**src/source/net_msg_pkg.sv**
```systemverilog
// --------------------------------------------------
// Network message format shared by every router block
// Import into a module body, scope it in port lists
// --------------------------------------------------

package net_msg_pkg;

  // Field widths
  localparam int SRCDEST_W = 3;
  localparam int OPAQUE_W  = 3;
  localparam int PAYLOAD_W = 32;

  // Destination sits in the top bits so routing reads it first
  typedef struct packed {
    logic [SRCDEST_W-1:0] dest;
    logic [SRCDEST_W-1:0] src;
    logic [OPAQUE_W-1:0]  opaque;
    logic [PAYLOAD_W-1:0] payload;
  } net_msg_t;

  // Flat width for the top-level ports
  localparam int NET_MSG_W = $bits(net_msg_t);

endpackage

```
**src/source/router_cfg_pkg.sv**
```systemverilog
// --------------------------------------------------
// Router geometry, queue sizing and config register map
// --------------------------------------------------

package router_cfg_pkg;

  // Ring geometry
  localparam int NUM_ROUTERS = 8;
  localparam int NUM_PORTS   = 3;

  // Port indices, shared by inputs and outputs
  localparam int PORT_WEST = 0;
  localparam int PORT_TERM = 1;
  localparam int PORT_EAST = 2;

  // Input queue sizing
  localparam int QUEUE_DEPTH = 4;

  // Downstream free count, values 0 to 2
  localparam int FREE_W = 2;

  // Configuration register map
  localparam logic CFG_ADDR_ID   = 1'b0;
  localparam logic CFG_ADDR_MODE = 1'b1;
  localparam int   CFG_DATA_W    = 8;

  // One bit per port
  typedef logic [NUM_PORTS-1:0] port_mask_t;

endpackage

```
**src/source/switch_alloc_if.sv**
```systemverilog
// --------------------------------------------------
// Request and grant matrix between input and output control
// --------------------------------------------------

`timescale 1ns/1ps

interface switch_alloc_if;
  import router_cfg_pkg::*;

  // Input-side instance: row is the input, bit is the output
  // Output-side instance: row is the output, bit is the input
  port_mask_t req [NUM_PORTS];
  port_mask_t gnt [NUM_PORTS];

  modport requester (output req, input gnt);
  modport arbiter (input req, output gnt);

endinterface

```
**src/source/msg_queue.sv**
```systemverilog
// --------------------------------------------------
// Four-entry valid/ready message queue for one input
// enq side faces the channel, deq side the input control
// --------------------------------------------------

`timescale 1ns/1ps

module msg_queue (
  input  logic                  clk,
  input  logic                  arst_n,
  input  logic                  enq_val,
  output logic                  enq_rdy,
  input  net_msg_pkg::net_msg_t enq_msg,
  output logic                  deq_val,
  input  logic                  deq_rdy,
  output net_msg_pkg::net_msg_t deq_msg
);
  import net_msg_pkg::*;
  import router_cfg_pkg::*;

  localparam int PTR_W = $clog2(QUEUE_DEPTH);
  localparam int CNT_W = $clog2(QUEUE_DEPTH + 1);

  net_msg_t         entries [QUEUE_DEPTH];
  logic [PTR_W-1:0] wr_ptr;
  logic [PTR_W-1:0] rd_ptr;
  logic [CNT_W-1:0] count;
  logic             enq_fire;
  logic             deq_fire;

  // Full and empty come from the count alone
  assign enq_rdy  = (count != CNT_W'(QUEUE_DEPTH));
  assign deq_val  = (count != '0);
  assign enq_fire = enq_val && enq_rdy;
  assign deq_fire = deq_val && deq_rdy;
  assign deq_msg  = entries[rd_ptr];

  always_ff @(posedge clk)
  begin
    if (enq_fire)
      entries[wr_ptr] <= enq_msg;
  end

  always_ff @(posedge clk or negedge arst_n)
  begin
    if (!arst_n)
    begin
      wr_ptr <= '0;
      rd_ptr <= '0;
      count  <= '0;
    end
    else
    begin
      if (enq_fire)
        wr_ptr <= wr_ptr + 1'b1;
      if (deq_fire)
        rd_ptr <= rd_ptr + 1'b1;
      if (enq_fire && !deq_fire)
        count <= count + 1'b1;
      else if (deq_fire && !enq_fire)
        count <= count - 1'b1;
    end
  end

  // A full queue has its write pointer wrapped onto the read pointer
  a_full_ptrs: assert property (@(posedge clk) disable iff (!arst_n)
    !enq_rdy |-> wr_ptr == rd_ptr);

  // An empty queue has both pointers on the same slot
  a_empty_ptrs: assert property (@(posedge clk) disable iff (!arst_n)
    !deq_val |-> wr_ptr == rd_ptr);

endmodule

```
**src/source/output_port_ctrl.sv**
```systemverilog
// --------------------------------------------------
// Round-robin arbiter and message select for one output
// The grant is held on an input while the output stalls
// --------------------------------------------------

`timescale 1ns/1ps

module output_port_ctrl #(
  parameter int OUT_IDX = 0
) (
  input  logic                  clk,
  input  logic                  arst_n,
  switch_alloc_if.arbiter       alloc,
  input  net_msg_pkg::net_msg_t in_msgs [router_cfg_pkg::NUM_PORTS],
  output logic                  out_val,
  input  logic                  out_rdy,
  output net_msg_pkg::net_msg_t out_msg
);
  import router_cfg_pkg::*;

  localparam int IDX_W = $clog2(NUM_PORTS);

  port_mask_t       reqs;
  port_mask_t       arb_sel;
  port_mask_t       held_sel;
  port_mask_t       sel;
  logic             locked;
  logic [IDX_W-1:0] ptr;
  logic [IDX_W-1:0] sel_idx;

  assign reqs = alloc.req[OUT_IDX];

  // --------------------------------------------------
  // Arbitration
  // --------------------------------------------------

  // Walk from lowest to highest priority so the last hit wins
  always_comb
  begin
    int idx;
    arb_sel = '0;
    for (int k = NUM_PORTS - 1; k >= 0; k--)
    begin
      idx = (int'(ptr) + k) % NUM_PORTS;
      if (reqs[idx])
        arb_sel = port_mask_t'(1) << idx;
    end
  end

  assign sel = locked ? held_sel : arb_sel;

  always_comb
  begin
    sel_idx = '0;
    for (int i = 0; i < NUM_PORTS; i++)
    begin
      if (sel[i])
        sel_idx = IDX_W'(i);
    end
  end

  // Grant only on a transfer, so a stalled head stays in its queue
  assign out_val            = |(sel & reqs);
  assign out_msg            = in_msgs[sel_idx];
  assign alloc.gnt[OUT_IDX] = out_rdy ? (sel & reqs) : '0;

  // --------------------------------------------------
  // Pointer and grant lock
  // --------------------------------------------------

  always_ff @(posedge clk or negedge arst_n)
  begin
    if (!arst_n)
    begin
      ptr      <= '0;
      locked   <= 1'b0;
      held_sel <= '0;
    end
    else
    begin
      locked <= out_val && !out_rdy;
      if (out_val && !out_rdy)
        held_sel <= sel;
      // Winner drops to lowest priority
      if (out_val && out_rdy)
        ptr <= (sel_idx == IDX_W'(NUM_PORTS - 1)) ? '0 : sel_idx + 1'b1;
    end
  end

  // A stalled output keeps offering the same message
  a_hold_stall: assert property (@(posedge clk) disable iff (!arst_n)
    out_val && !out_rdy |=> out_val && $stable(out_msg));

  // After a transfer another waiting input gets the next turn
  a_rr_turn: assert property (@(posedge clk) disable iff (!arst_n)
    out_val && out_rdy |=> !(out_val && (sel == $past(sel)) && ((reqs & ~sel) != '0)));

endmodule

```
**src/source/ring_input_ctrl.sv**
```systemverilog
// --------------------------------------------------
// Route and request logic for a ring input port
// PORT picks the ring direction this instance serves
// --------------------------------------------------

`timescale 1ns/1ps

module ring_input_ctrl #(
  parameter int PORT = router_cfg_pkg::PORT_WEST
) (
  input  logic [net_msg_pkg::SRCDEST_W-1:0] dest,
  input  logic                              in_val,
  output logic                              in_rdy,
  input  logic [net_msg_pkg::SRCDEST_W-1:0] router_id,
  switch_alloc_if.requester                 alloc
);
  import router_cfg_pkg::*;

  port_mask_t req;

  // Local traffic ejects, the rest keeps going the same way
  always_comb
  begin
    req = '0;
    if (in_val)
    begin
      if (dest == router_id)
        req[PORT_TERM] = 1'b1;
      else
        req[PORT] = 1'b1;
    end
  end

  assign alloc.req[PORT] = req;
  assign in_rdy          = |(alloc.gnt[PORT] & req);

endmodule

```
**src/source/ring_router.sv**
```systemverilog
// --------------------------------------------------
// One ring router with west, terminal and east ports
// Flat valid/ready channels plus a small config port
// --------------------------------------------------

`timescale 1ns/1ps

module ring_router (
  input  logic                                  clk,
  input  logic                                  arst_n,
  input  logic                                  in0_val,
  output logic                                  in0_rdy,
  input  logic [net_msg_pkg::NET_MSG_W-1:0]     in0_msg,
  input  logic                                  in1_val,
  output logic                                  in1_rdy,
  input  logic [net_msg_pkg::NET_MSG_W-1:0]     in1_msg,
  input  logic                                  in2_val,
  output logic                                  in2_rdy,
  input  logic [net_msg_pkg::NET_MSG_W-1:0]     in2_msg,
  output logic                                  out0_val,
  input  logic                                  out0_rdy,
  output logic [net_msg_pkg::NET_MSG_W-1:0]     out0_msg,
  output logic                                  out1_val,
  input  logic                                  out1_rdy,
  output logic [net_msg_pkg::NET_MSG_W-1:0]     out1_msg,
  output logic                                  out2_val,
  input  logic                                  out2_rdy,
  output logic [net_msg_pkg::NET_MSG_W-1:0]     out2_msg,
  input  logic [router_cfg_pkg::FREE_W-1:0]     west_free_one,
  input  logic [router_cfg_pkg::FREE_W-1:0]     west_free_two,
  input  logic [router_cfg_pkg::FREE_W-1:0]     east_free_one,
  input  logic [router_cfg_pkg::FREE_W-1:0]     east_free_two,
  input  logic                                  cfg_wr,
  input  logic                                  cfg_addr,
  input  logic [router_cfg_pkg::CFG_DATA_W-1:0] cfg_wdata,
  output logic [router_cfg_pkg::CFG_DATA_W-1:0] cfg_rdata
);
  import net_msg_pkg::*;
  import router_cfg_pkg::*;

  logic [NUM_PORTS-1:0] enq_val;
  logic [NUM_PORTS-1:0] enq_rdy;
  net_msg_t             enq_msg [NUM_PORTS];
  logic [NUM_PORTS-1:0] deq_val;
  logic [NUM_PORTS-1:0] deq_rdy;
  net_msg_t             deq_msg [NUM_PORTS];
  logic [NUM_PORTS-1:0] out_val;
  logic [NUM_PORTS-1:0] out_rdy;
  net_msg_t             out_msg [NUM_PORTS];
  logic [SRCDEST_W-1:0] router_id;
  logic                 adaptive_en;

  // Rows by input, and rows by output
  switch_alloc_if in_alloc ();
  switch_alloc_if out_alloc ();

  // Flat channels to port-indexed arrays
  assign enq_val                    = {in2_val, in1_val, in0_val};
  assign {in2_rdy, in1_rdy, in0_rdy} = enq_rdy;
  assign enq_msg[PORT_WEST]         = in0_msg;
  assign enq_msg[PORT_TERM]         = in1_msg;
  assign enq_msg[PORT_EAST]         = in2_msg;
  assign out_rdy                    = {out2_rdy, out1_rdy, out0_rdy};
  assign {out2_val, out1_val, out0_val} = out_val;
  assign out0_msg                   = out_msg[PORT_WEST];
  assign out1_msg                   = out_msg[PORT_TERM];
  assign out2_msg                   = out_msg[PORT_EAST];

  // --------------------------------------------------
  // Queues, output control and matrix transpose
  // --------------------------------------------------

  for (genvar p = 0; p < NUM_PORTS; p++)
  begin : g_port
    msg_queue in_queue (
      .clk     (clk),
      .arst_n  (arst_n),
      .enq_val (enq_val[p]),
      .enq_rdy (enq_rdy[p]),
      .enq_msg (enq_msg[p]),
      .deq_val (deq_val[p]),
      .deq_rdy (deq_rdy[p]),
      .deq_msg (deq_msg[p])
    );

    output_port_ctrl #(.OUT_IDX(p)) out_ctrl (
      .clk     (clk),
      .arst_n  (arst_n),
      .alloc   (out_alloc),
      .in_msgs (deq_msg),
      .out_val (out_val[p]),
      .out_rdy (out_rdy[p]),
      .out_msg (out_msg[p])
    );

    assign out_alloc.req[p] = {in_alloc.req[PORT_EAST][p],
                               in_alloc.req[PORT_TERM][p],
                               in_alloc.req[PORT_WEST][p]};
    assign in_alloc.gnt[p]  = {out_alloc.gnt[PORT_EAST][p],
                               out_alloc.gnt[PORT_TERM][p],
                               out_alloc.gnt[PORT_WEST][p]};
  end

  // --------------------------------------------------
  // Input control and configuration
  // --------------------------------------------------

  ring_input_ctrl #(.PORT(PORT_WEST)) west_in_ctrl (
    .dest      (deq_msg[PORT_WEST].dest),
    .in_val    (deq_val[PORT_WEST]),
    .in_rdy    (deq_rdy[PORT_WEST]),
    .router_id (router_id),
    .alloc     (in_alloc)
  );

  terminal_input_ctrl term_in_ctrl (
    .dest          (deq_msg[PORT_TERM].dest),
    .in_val        (deq_val[PORT_TERM]),
    .in_rdy        (deq_rdy[PORT_TERM]),
    .router_id     (router_id),
    .adaptive_en   (adaptive_en),
    .west_free_one (west_free_one),
    .west_free_two (west_free_two),
    .east_free_one (east_free_one),
    .east_free_two (east_free_two),
    .alloc         (in_alloc)
  );

  ring_input_ctrl #(.PORT(PORT_EAST)) east_in_ctrl (
    .dest      (deq_msg[PORT_EAST].dest),
    .in_val    (deq_val[PORT_EAST]),
    .in_rdy    (deq_rdy[PORT_EAST]),
    .router_id (router_id),
    .alloc     (in_alloc)
  );

  router_cfg_regs cfg_regs (
    .clk         (clk),
    .arst_n      (arst_n),
    .cfg_wr      (cfg_wr),
    .cfg_addr    (cfg_addr),
    .cfg_wdata   (cfg_wdata),
    .cfg_rdata   (cfg_rdata),
    .router_id   (router_id),
    .adaptive_en (adaptive_en)
  );

endmodule

```
**src/source/router_cfg_regs.sv**
```systemverilog
// --------------------------------------------------
// Router id and adaptive mode registers with readback
// --------------------------------------------------

`timescale 1ns/1ps

module router_cfg_regs (
  input  logic                                  clk,
  input  logic                                  arst_n,
  input  logic                                  cfg_wr,
  input  logic                                  cfg_addr,
  input  logic [router_cfg_pkg::CFG_DATA_W-1:0] cfg_wdata,
  output logic [router_cfg_pkg::CFG_DATA_W-1:0] cfg_rdata,
  output logic [net_msg_pkg::SRCDEST_W-1:0]     router_id,
  output logic                                  adaptive_en
);
  import router_cfg_pkg::*;

  // Id resets to 0, adaptive routing starts enabled
  always_ff @(posedge clk or negedge arst_n)
  begin
    if (!arst_n)
    begin
      router_id   <= '0;
      adaptive_en <= 1'b1;
    end
    else if (cfg_wr)
    begin
      case (cfg_addr)
        CFG_ADDR_ID:   router_id   <= cfg_wdata[$bits(router_id)-1:0];
        CFG_ADDR_MODE: adaptive_en <= cfg_wdata[0];
        default:       ;
      endcase
    end
  end

  // Zero-extended readback
  always_comb
  begin
    cfg_rdata = '0;
    case (cfg_addr)
      CFG_ADDR_ID:   cfg_rdata = CFG_DATA_W'(router_id);
      CFG_ADDR_MODE: cfg_rdata = CFG_DATA_W'(adaptive_en);
      default:       cfg_rdata = '0;
    endcase
  end

endmodule

```
**src/source/terminal_input_ctrl.sv**
```systemverilog
// --------------------------------------------------
// Route logic for the terminal input port
// Minimal path, ties broken by downstream free space
// --------------------------------------------------

`timescale 1ns/1ps

module terminal_input_ctrl (
  input  logic [net_msg_pkg::SRCDEST_W-1:0] dest,
  input  logic                              in_val,
  output logic                              in_rdy,
  input  logic [net_msg_pkg::SRCDEST_W-1:0] router_id,
  input  logic                              adaptive_en,
  input  logic [router_cfg_pkg::FREE_W-1:0] west_free_one,
  input  logic [router_cfg_pkg::FREE_W-1:0] west_free_two,
  input  logic [router_cfg_pkg::FREE_W-1:0] east_free_one,
  input  logic [router_cfg_pkg::FREE_W-1:0] east_free_two,
  switch_alloc_if.requester                 alloc
);
  import router_cfg_pkg::*;

  localparam int HOP_W = $clog2(NUM_ROUTERS);

  logic [HOP_W-1:0]  west_hops;
  logic [HOP_W-1:0]  east_hops;
  logic [FREE_W:0]   west_sum;
  logic [FREE_W:0]   east_sum;
  port_mask_t        req;

  // Hop counts both ways round the ring
  assign west_hops = HOP_W'((NUM_ROUTERS + int'(router_id) - int'(dest)) % NUM_ROUTERS);
  assign east_hops = HOP_W'((NUM_ROUTERS + int'(dest) - int'(router_id)) % NUM_ROUTERS);

  // Free space over the next two routers on each side
  assign west_sum = {1'b0, west_free_one} + {1'b0, west_free_two};
  assign east_sum = {1'b0, east_free_one} + {1'b0, east_free_two};

  always_comb
  begin
    req = '0;
    if (in_val)
    begin
      if (dest == router_id)
        req[PORT_TERM] = 1'b1;
      else if (west_hops < east_hops)
        req[PORT_WEST] = 1'b1;
      else if (east_hops < west_hops)
        req[PORT_EAST] = 1'b1;
      else if (adaptive_en && (west_sum > east_sum))
        req[PORT_WEST] = 1'b1;
      else
        req[PORT_EAST] = 1'b1;
    end
  end

  assign alloc.req[PORT_TERM] = req;
  assign in_rdy               = |(alloc.gnt[PORT_TERM] & req);

endmodule

```
**config.mk**
```make
export PLATFORM = sky130hd
export DESIGN_NAME = ring_router
export DESIGN_NICKNAME = d
export VERILOG_FILES = /design/src/source/net_msg_pkg.sv /design/src/source/router_cfg_pkg.sv /design/src/source/switch_alloc_if.sv /design/src/source/msg_queue.sv /design/src/source/output_port_ctrl.sv /design/src/source/ring_input_ctrl.sv /design/src/source/ring_router.sv /design/src/source/router_cfg_regs.sv /design/src/source/terminal_input_ctrl.sv
export SDC_FILE = /design/constraint.sdc
export NUM_CORES = 1
export LEC_CHECK = 0
export BUFFER_PORTS_ARGS = -buffer_cell sky130_fd_sc_hd__buf_2
export CAP_MARGIN = 10
export CORE_MARGIN = 1.5
export CORE_UTILIZATION = 63
export CTS_CLUSTER_SIZE = 28
export DETAILED_ROUTE_END_ITERATION = 12
export GPL_ROUTABILITY_DRIVEN = 0
export MAX_ROUTING_LAYER = met4
export PLACE_DENSITY = 0.93
export SYNTH_ARGS = -nofsm -noshare
export SYNTH_HDL_FRONTEND = slang
export SYNTH_SLANG_ARGS = --single-unit
```
**constraint.sdc**
```tcl
create_clock -name clk -period 11.24 [get_ports clk]
set_input_delay 1.124 -clock clk [delete_from_list [all_inputs] [get_ports clk]]
set_output_delay 1.124 -clock clk [all_outputs]
set_load 0.02 [all_outputs]
```
==> results of run 1 <==
how the worst max path moves through the flow:
stage,end,cells past startpoint
floorplan,out2_msg[10],14
global placement,out2_msg[1],12
detailed placement,out2_msg[1],12
CTS,out2_msg[1],12
global route,out2_msg[1],12
finish,out2_msg[1],12
layer usage:
layer | share of wire (%) | GRT usage [%] | vias to the layer above
met3 | 11 | 7.87 | 220
met2 | 51 | 56.5 | 1063
met5 | 0 | - | -
li1 | - | - | 6188
met1 | 33 | 40.1 | 7383
met4 | 5.0 | 18.0 | 0
per-stage QoR:
step,utilization (%),cells
after floorplan,-,1444
after global placement,69.2,2127
after detailed placement,69.2,2127
after CTS,74.1,2222
after global routing,74.2,2239
final,74.2,2241
area by class of cell:
| type | count | share of cell area [%] |
|---|---|---|
| Multi-Input combinational cell | 788 | 26.9 |
| Clock buffer | 62 | 5.10 |
| Sequential cell | 534 | 58.0 |
| Tap cell | 468 | 2.15 |
| Timing Repair Buffer | 295 | 5.59 |
| Inverter | 42 | 0.578 |
| Clock inverter | 33 | 1.48 |
| Antenna cell | 19 | 0.174 |
registers in the layout, indices dropped and copies added (netlist names):
| signal | count |
|---|---|
| g_port.in_queue.wr_ptr | 6 |
| cfg_regs.router_id | 3 |
| g_port.out_ctrl.locked | 3 |
| g_port.out_ctrl.held_sel | 8 |
| cfg_regs.adaptive_en | 1 |
| g_port.in_queue.rd_ptr | 6 |
| g_port.out_ctrl.ptr | 6 |
| g_port.in_queue.count | 9 |
| g_port.in_queue.entries | 492 |
kinds of logic after synthesis:
kind of cell	Yosys count	synth area share (%)
multiplexers	255	17.4
buffers and inverters	122	2.17
AO/OA/AOI/OAI	202	4.99
other	1	0.0159
adder cells (fa/ha/maj)	44	2.55
AND/OR/NAND/NOR	256	4.89
flip-flops	534	67.0
XOR/XNOR	26	0.996
critical path: stages, from the launching register on:
cell	delay, ns
dfrtp_4	1.06
mux4_2	0.71
ha_1	0.24
fa_1	0.39
xor2_1	0.17
ha_1	0.33
o211ai_1	0.22
a2111oi_0	0.79
a41oi_1	0.10
nand3_1	0.23
nand3_4	0.77
a21oi_1	0.70
buf_2	0.25
cell usage in the layout, fill, tap and decap left out, types with 4 or more instances in the layout:
master,n
nor2_1,148
mux2i_1,123
dfrtp_2,4
edfxtp_1,492
clkinv_1,8
nand2b_1,6
inv_1,42
conb_1,5
nor3_1,7
clkinv_2,11
mux4_2,123
and3_2,13
buf_4,20
xor2_1,9
or3_1,4
ha_1,37
a31oi_1,4
nor2b_1,7
clkbuf_16,54
nand2_1,34
nand3_1,9
fa_1,7
o31ai_1,4
a21oi_1,140
mux2_2,9
o21ai_0,19
bufinv_16,9
diode_2,19
buf_2,275
xnor2_1,16
dfrtp_1,35
clkbuf_1,7
==> out/summary.txt, run 1 <==
status = finished clean
WHS Path Cells = 1
Net count, final = 1906
Worst EP required = 10.12 ns
via/cell ratio = 6.63
1st-iter DRT viols = 1588
die width = 197 um
Vias = 14900
worst r2r path cells = 16
PostCTS Resize Cnt = 0
Least-Margin Pin Slew = 1.10 ns
total wire length = 63200 um
count leader, synth = edfxtp_1
die height = 197 um
setup TNS = 0 ns
FF+latch count, synth = 534
hold path start = g_port[1].in_queue.count[2]
final hold slack = 0.507 ns
Yosys top cell area share = 62.6%
CTS Hold Bufs = 0
Distinct cells, synth = 67
Root Driver = clkbuf_16
first-pass GRT wire length = 93500 um
I/O Pins = 286
DRT Pass-1 Iters = 7
fin area = 27300 um^2
Remaining DRCs = 0
final clock skew = 0.0224 ns
Post-synth ARST share = 7.87%
worst reg2reg startpoint = g_port[1].in_queue.rd_ptr[0]
CTS tree = yes
pin count of the biggest net entering global routing = 84
Setup WS pre-CTS = 4.19 ns
Total Routing Usage GR = 34.4%
effective utilization at floorplan = 64.2%
Avg WL per Cell = 28.2 um
Cells after Synth = 1440
count of final hold-check violations = 0
Yosys Warn Count = 0
Layout area overhead = 15.6%
CP Launch Type = flip-flop
clk_lat worst skew = 0.60 ns
CP endpoint kind = output port
Synth area leader = edfxtp_1
vias in the first global route = 15400
crit path kind = flip-flop to output port
critical-path maximum fanout = 77
FF-to-FF End = g_port[1].in_queue.count[1]
Storage cell area = 15800 um^2
most frequent cells after synthesis = edfxtp_1 (492), nor2_1 (149), a21oi_1 (140)
Post-synth EDFFs = 492
share of layout cells above drive strength 1 = 31.0%
max-slew violation count = 0
Critical Path Start = g_port[1].in_queue.rd_ptr[0]
hold crit path type = flip-flop to flip-flop
remaining global-route overflow = 0
fmax = 0.128 GHz
die area = 38700 um^2
Slew HR = 26.4%
Final Setup Violations = 0
Setup WS post-layout = 3.45 ns
post-route ant nets = 0
RSZ-0062 raised after global routing = no
Synth Flop Type = edfxtp_1
WHS Endpoint = g_port[1].in_queue.count[2]
Max Root-Sink Buffers = 3
CTS Buf Count = 52
IO buf count = 275
clock sink count = 534
FP Rows = 70
area of the multi-input gates = 7340 um^2
Mapped Area = 23600 um^2
Core ar. = 36800 um^2
Tmin final = 7.79 ns
max cap viols = 0
Syn Area/Cell = 16.4 um^2
r2r setup slk = 4.42 ns
Post-CTS Setup Inserts = 0
initial antenna violation count = 16
post-DP HPWL = 39800 um
Worst-path clk slew = 0.07 ns
register area share after synthesis = 67.0%
CTS H-tree depth = 2
# fillers = 2075
fin crit share = 69.3%
Synth area leaders = edfxtp_1 (63%), mux4_2 (12%), mux2i_1 (5.2%), dfrtp_1 (4.3%), a21oi_1 (3.0%)
critical path arrival = 6.66 ns
dpl cell area = 25500 um^2
Power of run 1 is left out: the tool's default activity adds up to more than one toggle a clock period on the data nets, which glitch-free logic cannot reach.
==> inputs of run 2 (changes only) <==
ABC_AREA = 1   (was unset)
CORE_UTILIZATION = 59   (was 63)
PLACE_DENSITY = 0.89   (was 0.93)
clock period = 8.05 ns   (was 11.24 ns; I/O delays follow)
==> out/summary.txt, run 2 <==
Final Setup Violations = 0
Total Routing Usage GR = 34.2%
Mapped Area = 23900 um^2
r2r setup slk = 1.68 ns
M2 GR Usage = 53.1%
CTS tree = yes
max reg flops = 492
Least-Margin Pin Slew = 1.30 ns
Slew HR = 12.9%
Top reg by flops = g_port.in_queue.entries
Final Core Density = 68.9%
Post-synth ARST share = 7.87%
share of layout cells above drive strength 1 = 17.3%
highest-count cells in the layout ignoring fill and taps = nand2_1 (525), edfxtp_1 (492), buf_2 (275)
area of the multi-input gates = 7210 um^2
RSZ-0062 raised after global routing = no
clk_lat worst skew = 0.60 ns
die height = 204 um
clock sink count = 534
die area = 41800 um^2
IO buf count = 275
FF+latch count, synth = 534
CP endpoint kind = output port
initial antenna violation count = 25
Yosys Warn Count = 0
Core ar. = 39900 um^2
Setup crit end = out2_msg[23]
via/cell ratio = 6.16
1st-iter DRT viols = 3033
fin crit share = 97.3%
GR Util met3 = 8.34%
effective utilization at floorplan = 60.0%
Synth Flop Type = edfxtp_1
Root Driver = clkbuf_16
die width = 204 um
Post-CTS Setup Inserts = 0
Avg WL per Cell = 22.7 um
Setup WS pre-CTS = 1.08 ns
vias in the first global route = 17800
FF-to-FF End = g_port[2].in_queue.count[2]
Synth area leader = edfxtp_1
# fillers = 2693
Final Non-Filler Cells = 3064
Synth area leaders = edfxtp_1 (62%), nand2_1 (8.2%), o21ai_0 (5.0%), dfrtp_1 (4.3%), nor2_1 (4.1%)
CTS H-tree depth = 2
Distinct cells, synth = 38
I/O Pins = 286
met1 global-route usage = 41.2%
Placed Cells = 2938
Tmin final = 7.83 ns
Layout area overhead = 14.9%
max cap viols = 0
Remaining DRCs = 0
Storage cell area = 15800 um^2
CP Launch Type = flip-flop
Post-synth EDFFs = 492
Regs by FF count = g_port.in_queue.entries x492, g_port.in_queue.count x9, g_port.out_ctrl.held_sel x8
status = finished clean
FP Rows = 73
critical path arrival = 7.03 ns
most frequent cells after synthesis = nand2_1 (525), edfxtp_1 (492), nor2_1 (259)
CTS Buf Count = 52
post-DP HPWL = 43900 um
GRT Max-Usage Layer = met2
first-pass GRT wire length = 103000 um
pin count of the biggest net entering global routing = 86
max-slew violation count = 0
Setup WS post-layout = 0.220 ns
remaining global-route overflow = 0
Yosys top cell area share = 61.7%
commonest non-fill, non-tap cell in the layout = nand2_1
Cells after Synth = 2229
CTS Hold Bufs = 0
critical-path maximum fanout = 71
Vias = 18900
Worst EP required = 7.24 ns
hold crit path type = input pin to asynchronous set/reset pin
Syn Area/Cell = 10.7 um^2
PostCTS Resize Cnt = 0
Critical Path Start = g_port[1].in_queue.rd_ptr[0]
Max Root-Sink Buffers = 3
count leader, synth = nand2_1
fmax = 0.128 GHz
setup TNS = 0 ns
total wire length = 69500 um
post-route ant nets = 0
count of final hold-check violations = 0
worst reg2reg startpoint = g_port[1].in_queue.rd_ptr[0]
Net count, final = 2662
Worst-path clk slew = 0.06 ns
final clock skew = 0.0205 ns
worst r2r path cells = 28
crit path kind = flip-flop to output port
register area share after synthesis = 66.1%
DRT Pass-1 Iters = 7
run 2: changes by cell type in the layout (fill, tap and decap cells not counted), sizes merged, moves of 10 or more:
| cell | delta |
|---|---|
| nand4 | +14 |
| nand3 | +175 |
| inv | +70 |
| and3 | -17 |
| o22ai | +110 |
| a21oi | -122 |
| xnor2 | -12 |
| mux2i | -123 |
| nor2 | +116 |
| mux4 | -123 |
| nand2 | +508 |
| diode | +10 |
| o21ai | +221 |
run 2: kinds of logic (layout without fill, tap and decap cells):
kind of cell	after synthesis	in the layout	synth area share, %
mux	1	1	0.0470
buf+inv	232	509	4.23
flops	534	534	66.1
other cells	1	34	0.0157
compound gates	383	383	8.82
simple gates	1021	1021	17.8
fa+ha+maj	44	44	2.52
xor+xnor	13	13	0.475
run 2: per-layer routing:
metal	vias up	share of wire, %
met3	249	13
met2	1494	47
met5	-	0
met4	0	5.4
li1	8296	-
met1	8820	34
run 2: worst min-delay path by stage:
stage | startpoint | end | slack (ns) | cells past startpoint
final | arst_n | g_port[2].in_queue.count[0] | 0.37 | 1
after global routing | cfg_wr | cfg_regs.adaptive_en | 0.40 | 2
after CTS | cfg_wr | cfg_regs.adaptive_en | 0.37 | 2
after detailed placement | g_port[0].out_ctrl.held_sel[1] | g_port[0].out_ctrl.held_sel[1] | 0.46 | 2
after global placement | g_port[0].out_ctrl.held_sel[0] | g_port[0].out_ctrl.held_sel[0] | 0.45 | 2
after floorplan | g_port[0].out_ctrl.held_sel[0] | g_port[0].out_ctrl.held_sel[0] | 0.43 | 2
run 2: cell type report:
cell class	instances	area share (%)
timing repair buffer	303	5.89
sequential	534	57.5
clock buffer	69	5.08
antenna	29	0.264
tap	525	2.39
multi-input combinational	1467	26.2
clock inverter	26	1.10
inverter	111	1.51
run 2: worst max-delay path: stages (launching register included):
cell     delay [ns]
dfrtp_2        0.54
buf_4          0.61
a21oi_1        0.13
a32oi_1        0.52
inv_1          0.13
ha_1           0.23
fa_1           0.39
xnor2_1        0.25
ha_1           0.29
a21oi_1        0.14
or2_2          0.11
nand2_1        0.07
nor2_1         0.22
nand4_1        0.16
nand2_1        0.14
inv_2          0.06
nor2_1         0.09
nor2_1         0.06
nand2_2        0.08
nand2_4        0.40
nor2_4         1.16
nand2_1        0.18
nand3_1        0.21
buf_2          0.19
run 2: through the flow:
| step | cell area, um^2 | hold WS [ns] |
|---|---|---|
| 3_5_place_dp | 25700 | 0.462 |
| 2_1_floorplan | 24000 | 0.434 |
| 4_1_cts | 27400 | 0.370 |
| 6_report | 27500 | 0.368 |
| 5_1_grt | 27500 | 0.404 |
| 3_3_place_gp | 25700 | 0.450 |
Power of run 2 is left out for the same reason.
